### src/logic/fabric_pkg.sv
// Shared bus widths, address map, response codes and sizes; referenced by scoped name everywhere
`default_nettype none

package fabric_pkg;

    // Bus widths
    localparam int ADDR_WIDTH = 32;
    localparam int DATA_WIDTH = 32;
    localparam int STRB_WIDTH = DATA_WIDTH / 8;
    localparam int RESP_WIDTH = 2;

    typedef logic [ADDR_WIDTH-1:0] addr_t;
    typedef logic [DATA_WIDTH-1:0] data_t;
    typedef logic [STRB_WIDTH-1:0] strb_t;
    typedef logic [RESP_WIDTH-1:0] resp_t;

    // Response codes, AXI encoding
    localparam resp_t RESP_OKAY   = 2'd0;
    localparam resp_t RESP_SLVERR = 2'd2;

    // Address map
    // Each endpoint owns a 1 KiB window, upper bits pick the endpoint
    localparam int WINDOW_BITS = 10;
    typedef logic [WINDOW_BITS-1:0] local_addr_t;

    localparam addr_t SRAM_BASE = 32'h0001_0000;
    localparam addr_t FIFO_BASE = 32'h0002_0000;

    // SRAM endpoint size in words
    localparam int SRAM_WORDS = 256;

    // FIFO endpoint depth and occupancy
    localparam int FIFO_DEPTH = 8;
    typedef logic [3:0] fifo_count_t;

    // Per-direction request limit for each endpoint
    localparam int MAX_OUTSTANDING = 2;
    typedef logic [1:0] outstanding_t;

endpackage

`default_nettype wire

### src/logic/fifo_endpoint.sv
// Word queue endpoint; writes push, reads pop, overflow and underflow answer SLVERR
`default_nettype none

module fifo_endpoint (
    input  logic              core_clk,
    input  logic              cptra_rst_b,

    // Write request and response
    input  logic              aw_valid,
    input  fabric_pkg::data_t w_data,
    output logic              aw_ready,
    output logic              b_valid,
    output fabric_pkg::resp_t b_resp,
    input  logic              b_ready,

    // Read request and response
    input  logic              ar_valid,
    output logic              ar_ready,
    output logic              r_valid,
    output fabric_pkg::data_t r_data,
    output fabric_pkg::resp_t r_resp,
    input  logic              r_ready
);

    fabric_pkg::data_t                         queue [fabric_pkg::FIFO_DEPTH];
    logic [$clog2(fabric_pkg::FIFO_DEPTH)-1:0] wr_ptr;
    logic [$clog2(fabric_pkg::FIFO_DEPTH)-1:0] rd_ptr;
    fabric_pkg::fifo_count_t                   count;
    logic                                      full;
    logic                                      empty;
    logic                                      aw_hshake;
    logic                                      ar_hshake;
    logic                                      push;
    logic                                      pop;

    assign full  = (count == fabric_pkg::fifo_count_t'(fabric_pkg::FIFO_DEPTH));
    assign empty = (count == '0);

    // Slot empty, or draining this cycle
    assign aw_ready  = !b_valid || b_ready;
    assign ar_ready  = !r_valid || r_ready;
    assign aw_hshake = aw_valid && aw_ready;
    assign ar_hshake = ar_valid && ar_ready;

    // Accepted requests that actually move data
    assign push = aw_hshake && !full;
    assign pop  = ar_hshake && !empty;

    always_ff @(posedge core_clk) begin
        if (push) begin
            queue[wr_ptr] <= w_data;
        end
    end

    // Response payload, error when the queue cannot serve
    always_ff @(posedge core_clk) begin
        if (aw_hshake) begin
            b_resp <= full ? fabric_pkg::RESP_SLVERR : fabric_pkg::RESP_OKAY;
        end
        if (ar_hshake) begin
            r_data <= empty ? '0 : queue[rd_ptr];
            r_resp <= empty ? fabric_pkg::RESP_SLVERR : fabric_pkg::RESP_OKAY;
        end
    end

    always_ff @(posedge core_clk or negedge cptra_rst_b) begin
        if (!cptra_rst_b) begin
            wr_ptr  <= '0;
            rd_ptr  <= '0;
            count   <= '0;
            b_valid <= 1'b0;
            r_valid <= 1'b0;
        end
        else begin
            // Depth is a power of two, pointers wrap on their own
            if (push) begin
                wr_ptr <= wr_ptr + 1'b1;
            end
            if (pop) begin
                rd_ptr <= rd_ptr + 1'b1;
            end
            case ({push, pop})
                2'b10:   count <= count + 1'b1;
                2'b01:   count <= count - 1'b1;
                default: count <= count;
            endcase

            if (aw_hshake) begin
                b_valid <= 1'b1;
            end
            else if (b_ready) begin
                b_valid <= 1'b0;
            end
            if (ar_hshake) begin
                r_valid <= 1'b1;
            end
            else if (r_ready) begin
                r_valid <= 1'b0;
            end
        end
    end

endmodule

`default_nettype wire

### config.mk
export PLATFORM = sky130hd
export DESIGN_NAME = fifo_endpoint
export DESIGN_NICKNAME = d
export VERILOG_FILES = /design/src/logic/fabric_pkg.sv /design/src/logic/fifo_endpoint.sv
export SDC_FILE = /design/constraint.sdc
export NUM_CORES = 1
export LEC_CHECK = 0
export ABC_CLOCK_PERIOD_IN_PS = 4180
export BUFFER_PORTS_ARGS = -buffer_cell sky130_fd_sc_hd__buf_2
export CORE_ASPECT_RATIO = 1.1
export CORE_MARGIN = 10
export CORE_UTILIZATION = 50
export DETAILED_ROUTE_END_ITERATION = 8
export GPL_ROUTABILITY_DRIVEN = 0
export PLACE_DENSITY_LB_ADDON = 0.1
export SYNTH_ARGS = -nofsm -noshare
export SYNTH_HDL_FRONTEND = slang
export SYNTH_SLANG_ARGS = --single-unit
### constraint.sdc
create_clock -name core_clk -period 4.18 [get_ports core_clk]
set_input_delay 0.209 -clock core_clk [delete_from_list [all_inputs] [get_ports core_clk]]
set_output_delay 0.209 -clock core_clk [all_outputs]
set_load 0.02 [all_outputs]
==> results.toml <==
[run_status]
status = "finished, final reports clean"

[setup_path]
worst_ep_arrival_time_ns = 3.53
reg2reg_slack_ns = 1.06
critPathMaxFanout = 9
crit_required_ns = 4.59
startpoint_type = "register"
crit_type = "reg -> reg"
critPathCaptureType = "register"

[grt]
grt_first_pass_wirelength_um = 34400
grt_pass1_vias = 5790
antenna_found_initial = 1
grt_max_degree = 36
grt.total_usage_pct = 15.5
grt_overflow = 0

[pwr]
switching_share_pct = 27.6
peakVddDrop_mv = 0.431
report.power.total_w = 0.00893
p_per_area_nw_per_um2 = 664
p_leak_nw = 4.52
p_switching_w = 0.00246
p_int_w = 0.00647
combPwrFrac_pct = 24.4
clockPowerShare_pct = 29.2
power_frac_seq_pct = 46.5

[placement]
io_buffers = 75
dpl.hpwl_um = 12100
placed_area_um2 = 12100

[cts]
ctsLongestPathBuffers = 3
cts_sinks = 302
cts_setup_buffers = 0
clkTransAtPathRegs_ns = 0.06
numCtsBuffers = 30
cts_root_buf = "clkbuf_16"
htreeDepth = 1
clk_latency_ns = 0.54
cts_resized = 0
postCtsHoldBufs = 35
tritoncts = "yes"

[sta]
setup_violations = 0
fmax_ghz = 0.320
fin_skew_ns = 0.00879
fin_crit_sh_pct = 74.8
hold_viol_final = 0
slew_headroom_pct = 38.5
worstMarginPinSlew_ns = 0.923
finalMaxSlewViolations = 0
grt_setup_unrepaired = "no"
hold_slack_ns = 0.0585
setup_tns_ns = 0
fin_crit_ns = 3.12

[synth]
ys.flop_type = "edfxtp_1"
ys_seq_area_share_pct = 79.5
synth_edf_count = 290
synth.distinct_cells = 35
synthesis.area_um2 = 11300
async_flop_share_pct = 3.97
synth-seq-cells = 302
yosysWarnings = 0
netlist_instances = 487
avgSynthCellArea_um2 = 23.3

[final_layout]
layout.nets = 664
drive_gt1_share_pct = 33.5
stdcell_area_um2 = 13500
area_growth_pct = 18.7
fin_util_pct = 60.7

[route]
initialDrtViolationCount = 361
wl_per_cell_um = 23.6
routed_wirelength_um = 22100
vias = 5249
remaining_drc_errors = 0
firstDrtPassIters = 4
ant_nets = 0
routed_via_density = 5.60

[run]
cap_viol_max_count = 0

[floorplan]
core_area_um2 = 22200
pin_count = 78
dieArea_um2 = 29100
rows = 57
die_h_um = 178
die_w_um = 164
start_util_pct = 51.1

[hold_path]
min_path_type = "in -> reg"
[sequential cells by signal (all words and copies together) (netlist names)]
| name | cells |
|---|---|
| queue | 256 |
| r_data | 32 |
| count | 4 |
| rd_ptr | 3 |
| wr_ptr | 3 |
| b_resp | 1 |
| b_valid | 1 |
| r_resp | 1 |
| r_valid | 1 |
[final timing paths]
path / cells past startpoint / start / endpoint
min in group asynchronous: 2 / cptra_rst_b / count[1]$_DFFE_PN0P_
setup reg to reg: 7 / count[0]$_DFFE_PN0P_ / count[3]$_DFFE_PN0P_
max in group asynchronous: 2 / cptra_rst_b / rd_ptr[0]$_DFFE_PN0P_
setup / recovery: 7 / count[0]$_DFFE_PN0P_ / count[3]$_DFFE_PN0P_
hold reg to reg: 1 / wr_ptr[0]$_DFFE_PN0P_ / wr_ptr[0]$_DFFE_PN0P_
hold / removal: 3 / r_ready / r_valid$_DFFE_PN0P_
[synth_stat cells (all sizes together) (2+ instances only)]
master | number | area share [%]
ha | 5 | 0.55
inv | 7 | 0.23
nor3b | 3 | 0.20
nand2b | 6 | 0.33
mux4 | 64 | 13
buf | 16 | 0.95
mux2 | 3 | 0.30
clkbuf | 9 | 0.30
or4b | 2 | 0.18
a21oi | 2 | 0.088
nand3 | 4 | 0.22
a22o | 32 | 2.5
edfxtp | 290 | 77
dfrtp | 12 | 2.6
and2 | 3 | 0.19
nand2 | 2 | 0.066
xnor2 | 5 | 0.39
nand4 | 3 | 0.17
nor3 | 2 | 0.088
nor2 | 7 | 0.23
[worst max-delay path, cell delays in order, from the launching register on]
cell and delay, ns:
dfrtp_1 0.45, or4b_2 0.75, nand3_2 0.16, ha_1 0.33, ha_1 0.35, or4b_2 0.68, o311ai_0 0.14, o211ai_1 0.14
[placed cells by master (no fill, tap or decap), types with 6 or more instances in the layout]
cell,n
dlygate4sd3_1,35
clkinv_1,7
clkbuf_16,31
inv_1,7
a22o_1,32
dfrtp_1,10
buf_2,75
buf_4,14
nand2b_1,6
nor2_4,7
clkbuf_1,6
mux4_2,64
edfxtp_1,290
[area by class of cell]
cell class | count | area, um2
Fill cell | 1565 | 8720
Clock inverter | 12 | 104
Multi-Input combinational cell | 154 | 2220
Sequential cell | 302 | 9010
Timing Repair Buffer | 125 | 851
Inverter | 7 | 26.3
Clock buffer | 42 | 867
Tap cell | 295 | 369
Antenna cell | 1 | 2.50
[cells by family after synthesis]
group / Yosys count / share of synthesized area [%]
AOI/OAI and AO/OA: 38 / 2.85
muxes: 68 / 13.1
DFF: 302 / 79.5
and+or+nand+nor: 34 / 1.84
xor gates and xnor gates: 6 / 0.464
buffers and inverters: 32 / 1.48
adders and majority gates: 6 / 0.729
other: 1 / 0.0331
[through the flow]
stage,setup WS (ns),cells
global route,0.923,938
finish,1.06,938
floorplan,0.372,488
CTS,1.07,937
detailed placement,1.10,848
global placement,1.21,848
[per-layer routing]
| metal | share of wire [%] | GRT usage, % |
|---|---|---|
| met4 | 1.7 | 3.84 |
| met2 | 52 | 26.7 |
| met5 | 0 | 0 |
| met3 | 7.0 | 2.55 |
| met1 | 39 | 20.0 |
[power groups by stage]
stage                     registers (W)  logic (W)  clock network, W
after global routing            0.00421    0.00237           0.00278
final                           0.00415    0.00218           0.00261
after global placement          0.00420    0.00218                 0
after floorplan                 0.00416    0.00159                 0
after CTS                       0.00417    0.00224           0.00266
after detailed placement        0.00423    0.00221                 0
(Power assumes the default switching activity.)
