`config.mk`:
```
export PLATFORM = sky130hd
export DESIGN_NAME = endpoint_port
export DESIGN_NICKNAME = d
export VERILOG_FILES = /design/src/logic/fabric_pkg.sv /design/src/logic/endpoint_port.sv
export SDC_FILE = /design/constraint.sdc
export NUM_CORES = 1
export LEC_CHECK = 0
export ABC_AREA = 1
export CAP_MARGIN = 20
export CORE_MARGIN = 3
export CORE_UTILIZATION = 45
export DETAILED_ROUTE_END_ITERATION = 8
export DONT_BUFFER_PORTS = 1
export PLACE_DENSITY = 0.58
export SYNTH_ARGS = -nofsm -noshare
export SYNTH_HDL_FRONTEND = slang
export SYNTH_SLANG_ARGS = --single-unit
```
`constraint.sdc`:
```
create_clock -name core_clk -period 2.2 [get_ports core_clk]
set_clock_uncertainty 0.05 [all_clocks]
set_input_delay 0.11 -clock core_clk [delete_from_list [all_inputs] [get_ports core_clk]]
set_output_delay 0.11 -clock core_clk [all_outputs]
set_load 0.05 [all_outputs]
```
`src/logic/fabric_pkg.sv`:
```
// Shared bus widths, address map, response codes and sizes; referenced by scoped name everywhere
`default_nettype none

package fabric_pkg;

    // Bus widths
    localparam int ADDR_WIDTH = 32;
    localparam int DATA_WIDTH = 32;
    localparam int STRB_WIDTH = DATA_WIDTH / 8;
    localparam int RESP_WIDTH = 2;

    typedef logic [ADDR_WIDTH-1:0] addr_t;
    typedef logic [DATA_WIDTH-1:0] data_t;
    typedef logic [STRB_WIDTH-1:0] strb_t;
    typedef logic [RESP_WIDTH-1:0] resp_t;

    // Response codes, AXI encoding
    localparam resp_t RESP_OKAY   = 2'd0;
    localparam resp_t RESP_SLVERR = 2'd2;

    // Address map
    // Each endpoint owns a 1 KiB window, upper bits pick the endpoint
    localparam int WINDOW_BITS = 10;
    typedef logic [WINDOW_BITS-1:0] local_addr_t;

    localparam addr_t SRAM_BASE = 32'h0001_0000;
    localparam addr_t FIFO_BASE = 32'h0002_0000;

    // SRAM endpoint size in words
    localparam int SRAM_WORDS = 256;

    // FIFO endpoint depth and occupancy
    localparam int FIFO_DEPTH = 8;
    typedef logic [3:0] fifo_count_t;

    // Per-direction request limit for each endpoint
    localparam int MAX_OUTSTANDING = 2;
    typedef logic [1:0] outstanding_t;

endpackage

`default_nettype wire

```
`src/logic/endpoint_port.sv`:
```
// Address match, request admission and outstanding counters in front of one fabric endpoint
`default_nettype none

module endpoint_port #(
    parameter fabric_pkg::addr_t BASE = fabric_pkg::SRAM_BASE
) (
    input  logic                    core_clk,
    input  logic                    cptra_rst_b,

    // Manager side
    input  logic                    aw_valid,
    input  fabric_pkg::addr_t       aw_addr,
    input  logic                    ar_valid,
    input  fabric_pkg::addr_t       ar_addr,
    input  logic                    b_ready,
    input  logic                    r_ready,

    // From the other port
    input  logic                    other_wr_busy,
    input  logic                    other_rd_busy,

    // Endpoint side
    output logic                    ep_aw_valid,
    output fabric_pkg::local_addr_t ep_aw_offset,
    input  logic                    ep_aw_ready,
    output logic                    ep_ar_valid,
    output fabric_pkg::local_addr_t ep_ar_offset,
    input  logic                    ep_ar_ready,
    input  logic                    ep_b_valid,
    output logic                    ep_b_ready,
    input  logic                    ep_r_valid,
    output logic                    ep_r_ready,

    // To the ready merge and response mux
    output logic                    aw_hit_ready,
    output logic                    ar_hit_ready,
    output logic                    wr_busy,
    output logic                    rd_busy
);

    fabric_pkg::outstanding_t wr_cnt;
    fabric_pkg::outstanding_t rd_cnt;
    logic                     aw_hit;
    logic                     ar_hit;
    logic                     aw_admit;
    logic                     ar_admit;
    logic                     aw_hshake;
    logic                     ar_hshake;
    logic                     b_hshake;
    logic                     r_hshake;

    // Up on request, down on response, unchanged when both
    function automatic fabric_pkg::outstanding_t next_count(
        input fabric_pkg::outstanding_t cnt,
        input logic                     req,
        input logic                     rsp
    );
        fabric_pkg::outstanding_t nxt;
        nxt = cnt;
        if (req && !rsp) begin
            nxt = cnt + 1'b1;
        end
        else if (rsp && !req) begin
            nxt = cnt - 1'b1;
        end
        return nxt;
    endfunction

    // Window decode on the upper address bits
    assign aw_hit = aw_addr[fabric_pkg::ADDR_WIDTH-1:fabric_pkg::WINDOW_BITS] ==
                    BASE[fabric_pkg::ADDR_WIDTH-1:fabric_pkg::WINDOW_BITS];
    assign ar_hit = ar_addr[fabric_pkg::ADDR_WIDTH-1:fabric_pkg::WINDOW_BITS] ==
                    BASE[fabric_pkg::ADDR_WIDTH-1:fabric_pkg::WINDOW_BITS];

    // Hold off when full, or when the other endpoint owns this direction
    assign aw_admit = aw_hit && !other_wr_busy &&
                      (wr_cnt < fabric_pkg::outstanding_t'(fabric_pkg::MAX_OUTSTANDING));
    assign ar_admit = ar_hit && !other_rd_busy &&
                      (rd_cnt < fabric_pkg::outstanding_t'(fabric_pkg::MAX_OUTSTANDING));

    assign ep_aw_valid  = aw_valid && aw_admit;
    assign ep_ar_valid  = ar_valid && ar_admit;
    assign ep_aw_offset = aw_addr[fabric_pkg::WINDOW_BITS-1:0];
    assign ep_ar_offset = ar_addr[fabric_pkg::WINDOW_BITS-1:0];
    assign aw_hit_ready = ep_aw_ready && aw_admit;
    assign ar_hit_ready = ep_ar_ready && ar_admit;

    // Response ready only reaches an endpoint that owes a response
    assign ep_b_ready = wr_busy && b_ready;
    assign ep_r_ready = rd_busy && r_ready;

    assign aw_hshake = ep_aw_valid && ep_aw_ready;
    assign ar_hshake = ep_ar_valid && ep_ar_ready;
    assign b_hshake  = ep_b_valid && ep_b_ready;
    assign r_hshake  = ep_r_valid && ep_r_ready;

    always_ff @(posedge core_clk or negedge cptra_rst_b) begin
        if (!cptra_rst_b) begin
            wr_cnt <= '0;
            rd_cnt <= '0;
        end
        else begin
            wr_cnt <= next_count(wr_cnt, aw_hshake, b_hshake);
            rd_cnt <= next_count(rd_cnt, ar_hshake, r_hshake);
        end
    end

    assign wr_busy = (wr_cnt != '0);
    assign rd_busy = (rd_cnt != '0);

endmodule

`default_nettype wire

```
==> summary.md <==
| Metric | Value |
|---|---|
| Initial DRC Count | 4 |
| Pre-antenna DRT Iters | 4 |
| Filler cells | 127 |
| CP Data Required Time | 2270 ps |
| Synthesized area per cell | 6.57 µm² |
| Worst setup SP type | flop |
| Max IR drop VDD | 0.528 mV |
| Worst-Margin Slew | 464 ps |
| Top FF cell, synth | dfrtp_1 |
| Clk root buf | clkbuf_4 |
| Yosys warnings | 0 |
| Setup_tns | 0 ps |
| Most frequent cells in the layout | nor2_1 (23), nand2_1 (14), inv_1 (8) |
| MaxCap Viol Count | 0 |
| Post-synth EDFFs | 0 |
| Core area | 0.00120 mm² |
| Hold crit path type | input port to async pin |
| # nets final | 164 |
| CTS tree | built |
| Status | finished clean |
| H-tree Lvls | 1 |
| Die Ht | 43.4 µm |
| Vias | 512 |
| Gr ovfl total | 0 |
| R2R Setup Slk | 530 ps |
| CTS buffer count | 3 |
| Vias in the first global route | 460 |
| Post-CTS Setup Bufs | 0 |
| Maximum number of pins on one net before global-route repair | 5 |
| Skew-Pair Late Insertion Delay | 240 ps |
| R2r endpoint | wr_cnt[1] |
| First-pass GRT wire length | 1780 µm |
| Final setup fails | 0 |
| Drt wl/cell | 13.1 µm |
| Drt total wl | 1280 µm |
| DP Wirelength | 1170 µm |
| Top Ports | 104 |
| Crit path to | wr_cnt[1] |
| GRT Resource Usage Total | 12.3% |
| Final antenna-violating net count | 0 |
| Share of post-route cells with drive strength above 1 | 21.4% |
| RSZ-0062 raised after global routing | false |
| Mean number of vias per cell | 5.22 |
| Worst Reg2Reg Path Length in Cells | 9 |
| Register bit total from synthesis | 4 |
| Min Tclk post-route | 1670 ps |
| Routability cong. | 0.789 |
| Fin. Hold Viols | 0 |
| Leakage | 0.257 nW |
| Kind of critical path | flop to flop |
| P&R area growth vs syn | -11.1% |
| Initial antenna violation count | 0 |
| CTS Sinks | 4 |
| Synth Cell Area | 631 µm² |
| CP Data Arrival Time | 1730 ps |
| Fmax | 600 MHz |
| Post-synthesis async set-or-reset flop share | 100% |
| Post-route clock period utilization | 75.8% |
| Sequential area share after synthesis | 15.9% |
| CTS clk-pin slew, worst paths | 40 ps |
| Rows | 12 |
| DRC errors left | 0 |
| Buffers on Ports | 0 |
| Commonest non-fill, non-tap cell in the layout | nor2_1 |
| Worst setup EP type | flop |
| Design Area, Final | 561 µm² |
| Area after DPL | 528 µm² |
| Max-slew headroom | 69.0% |
| ANT cells | 0 |
| Beginning of the critical path | wr_cnt[1] |
| Deepest clock path buffer count | 2 |
| Final Max Slew Viols | 0 |
| Post-Syn Instances | 96 |
| Post_cts resized | 0 |
| Die Area | 0.00189 mm² |
| Yosys cell types | 16 |
| Starting Density | 52.5% |
| CP max FO | 3 |
| Net count after synthesis | 174 |
| Power Dens Cells | 881 mW/mm² |
| Die width | 43.4 µm |
| FF-to-FF Start | wr_cnt[1] |
## power by group
| group | switching (mW) | internal [mW] |
|---|---|---|
| logic | 0.179 | 0.0729 |
| clock network | 0.0330 | 0.0612 |
| registers | 0.0340 | 0.113 |
## how the worst min path moves through the flow
stage	from	endpoint	slack, ps	cells after the start
after floorplan	cptra_rst_b	rd_cnt[0]	-240	0
after global placement	cptra_rst_b	rd_cnt[0]	-240	0
after detailed placement	cptra_rst_b	wr_cnt[0]	-240	0
after CTS	cptra_rst_b	rd_cnt[0]	90	1
after global routing	cptra_rst_b	wr_cnt[0]	90	1
final	cptra_rst_b	wr_cnt[0]	90	1
## cell families after synthesis
family / Yosys count / share of synthesized area, %
compound gates: 6 / 5.55
xor+xnor: 4 / 5.56
fa+ha+maj: 2 / 3.97
buf+inv: 28 / 28.6
flops: 4 / 15.9
simple gates: 52 / 40.5
## flip-flops by register name (all words and copies together) (netlist names)
signal	flops
wr_cnt	2
rd_cnt	2
## worst max-delay path: stages (launching register included)
cell     delay, ps
dfrtp_1        390
nor2_1          90
nand2_1         60
nor2_2         130
nand4_2        120
nor2_2         100
ha_1           260
a21oi_1        120
o21ai_1         80
xor2_1         140
## cell type report
class / instances / area (µm²) / share of cell area [%]
tap: 14 / 17.5 / 3.12
multi-input combinational: 64 / 350 / 62.5
clock buffer: 3 / 22.5 / 4.02
sequential: 4 / 100 / 17.9
inverter: 8 / 30.0 / 5.36
timing repair buffer: 5 / 40.0 / 7.14
## cells in the mapped netlist (4+ instances only)
master / instances / area [µm²]
buf_4: 20 / 150
inv_1: 8 / 30.0
nor2_2: 7 / 43.8
nand2_1: 14 / 52.6
dfrtp_1: 4 / 100
nor2_1: 23 / 86.3
## timing repair
action                                  in CTS  in global routing
hold buffers                                 1                  0
hold endpoints to repair                     4                  0
endpoints found under the setup margin       0                  0
## metrics by stage
stage                     instances  utilization, %  hold WS, ps  worst slack (ps)  power, mW
final                            98            46.7         89.7               533      0.494
after global routing             98            46.7         90.6               376      0.536
after CTS                        98            46.7         88.4               505      0.503
after detailed placement         94            44.0         -235               511      0.403
after global placement           94            44.0         -235               515      0.401
after floorplan                  96               -         -236               495      0.459
## layer usage
layer / GRT usage, % / vias up / part of all wire, %
met5: 0 / - / 0
met4: 9.64 / 0 / 2.4
met3: 4.15 / 8 / 14
met2: 21.2 / 47 / 54
met1: 11.9 / 204 / 29
li1: - / 253 / -
Note: power is estimated with default switching activity, not from simulation.
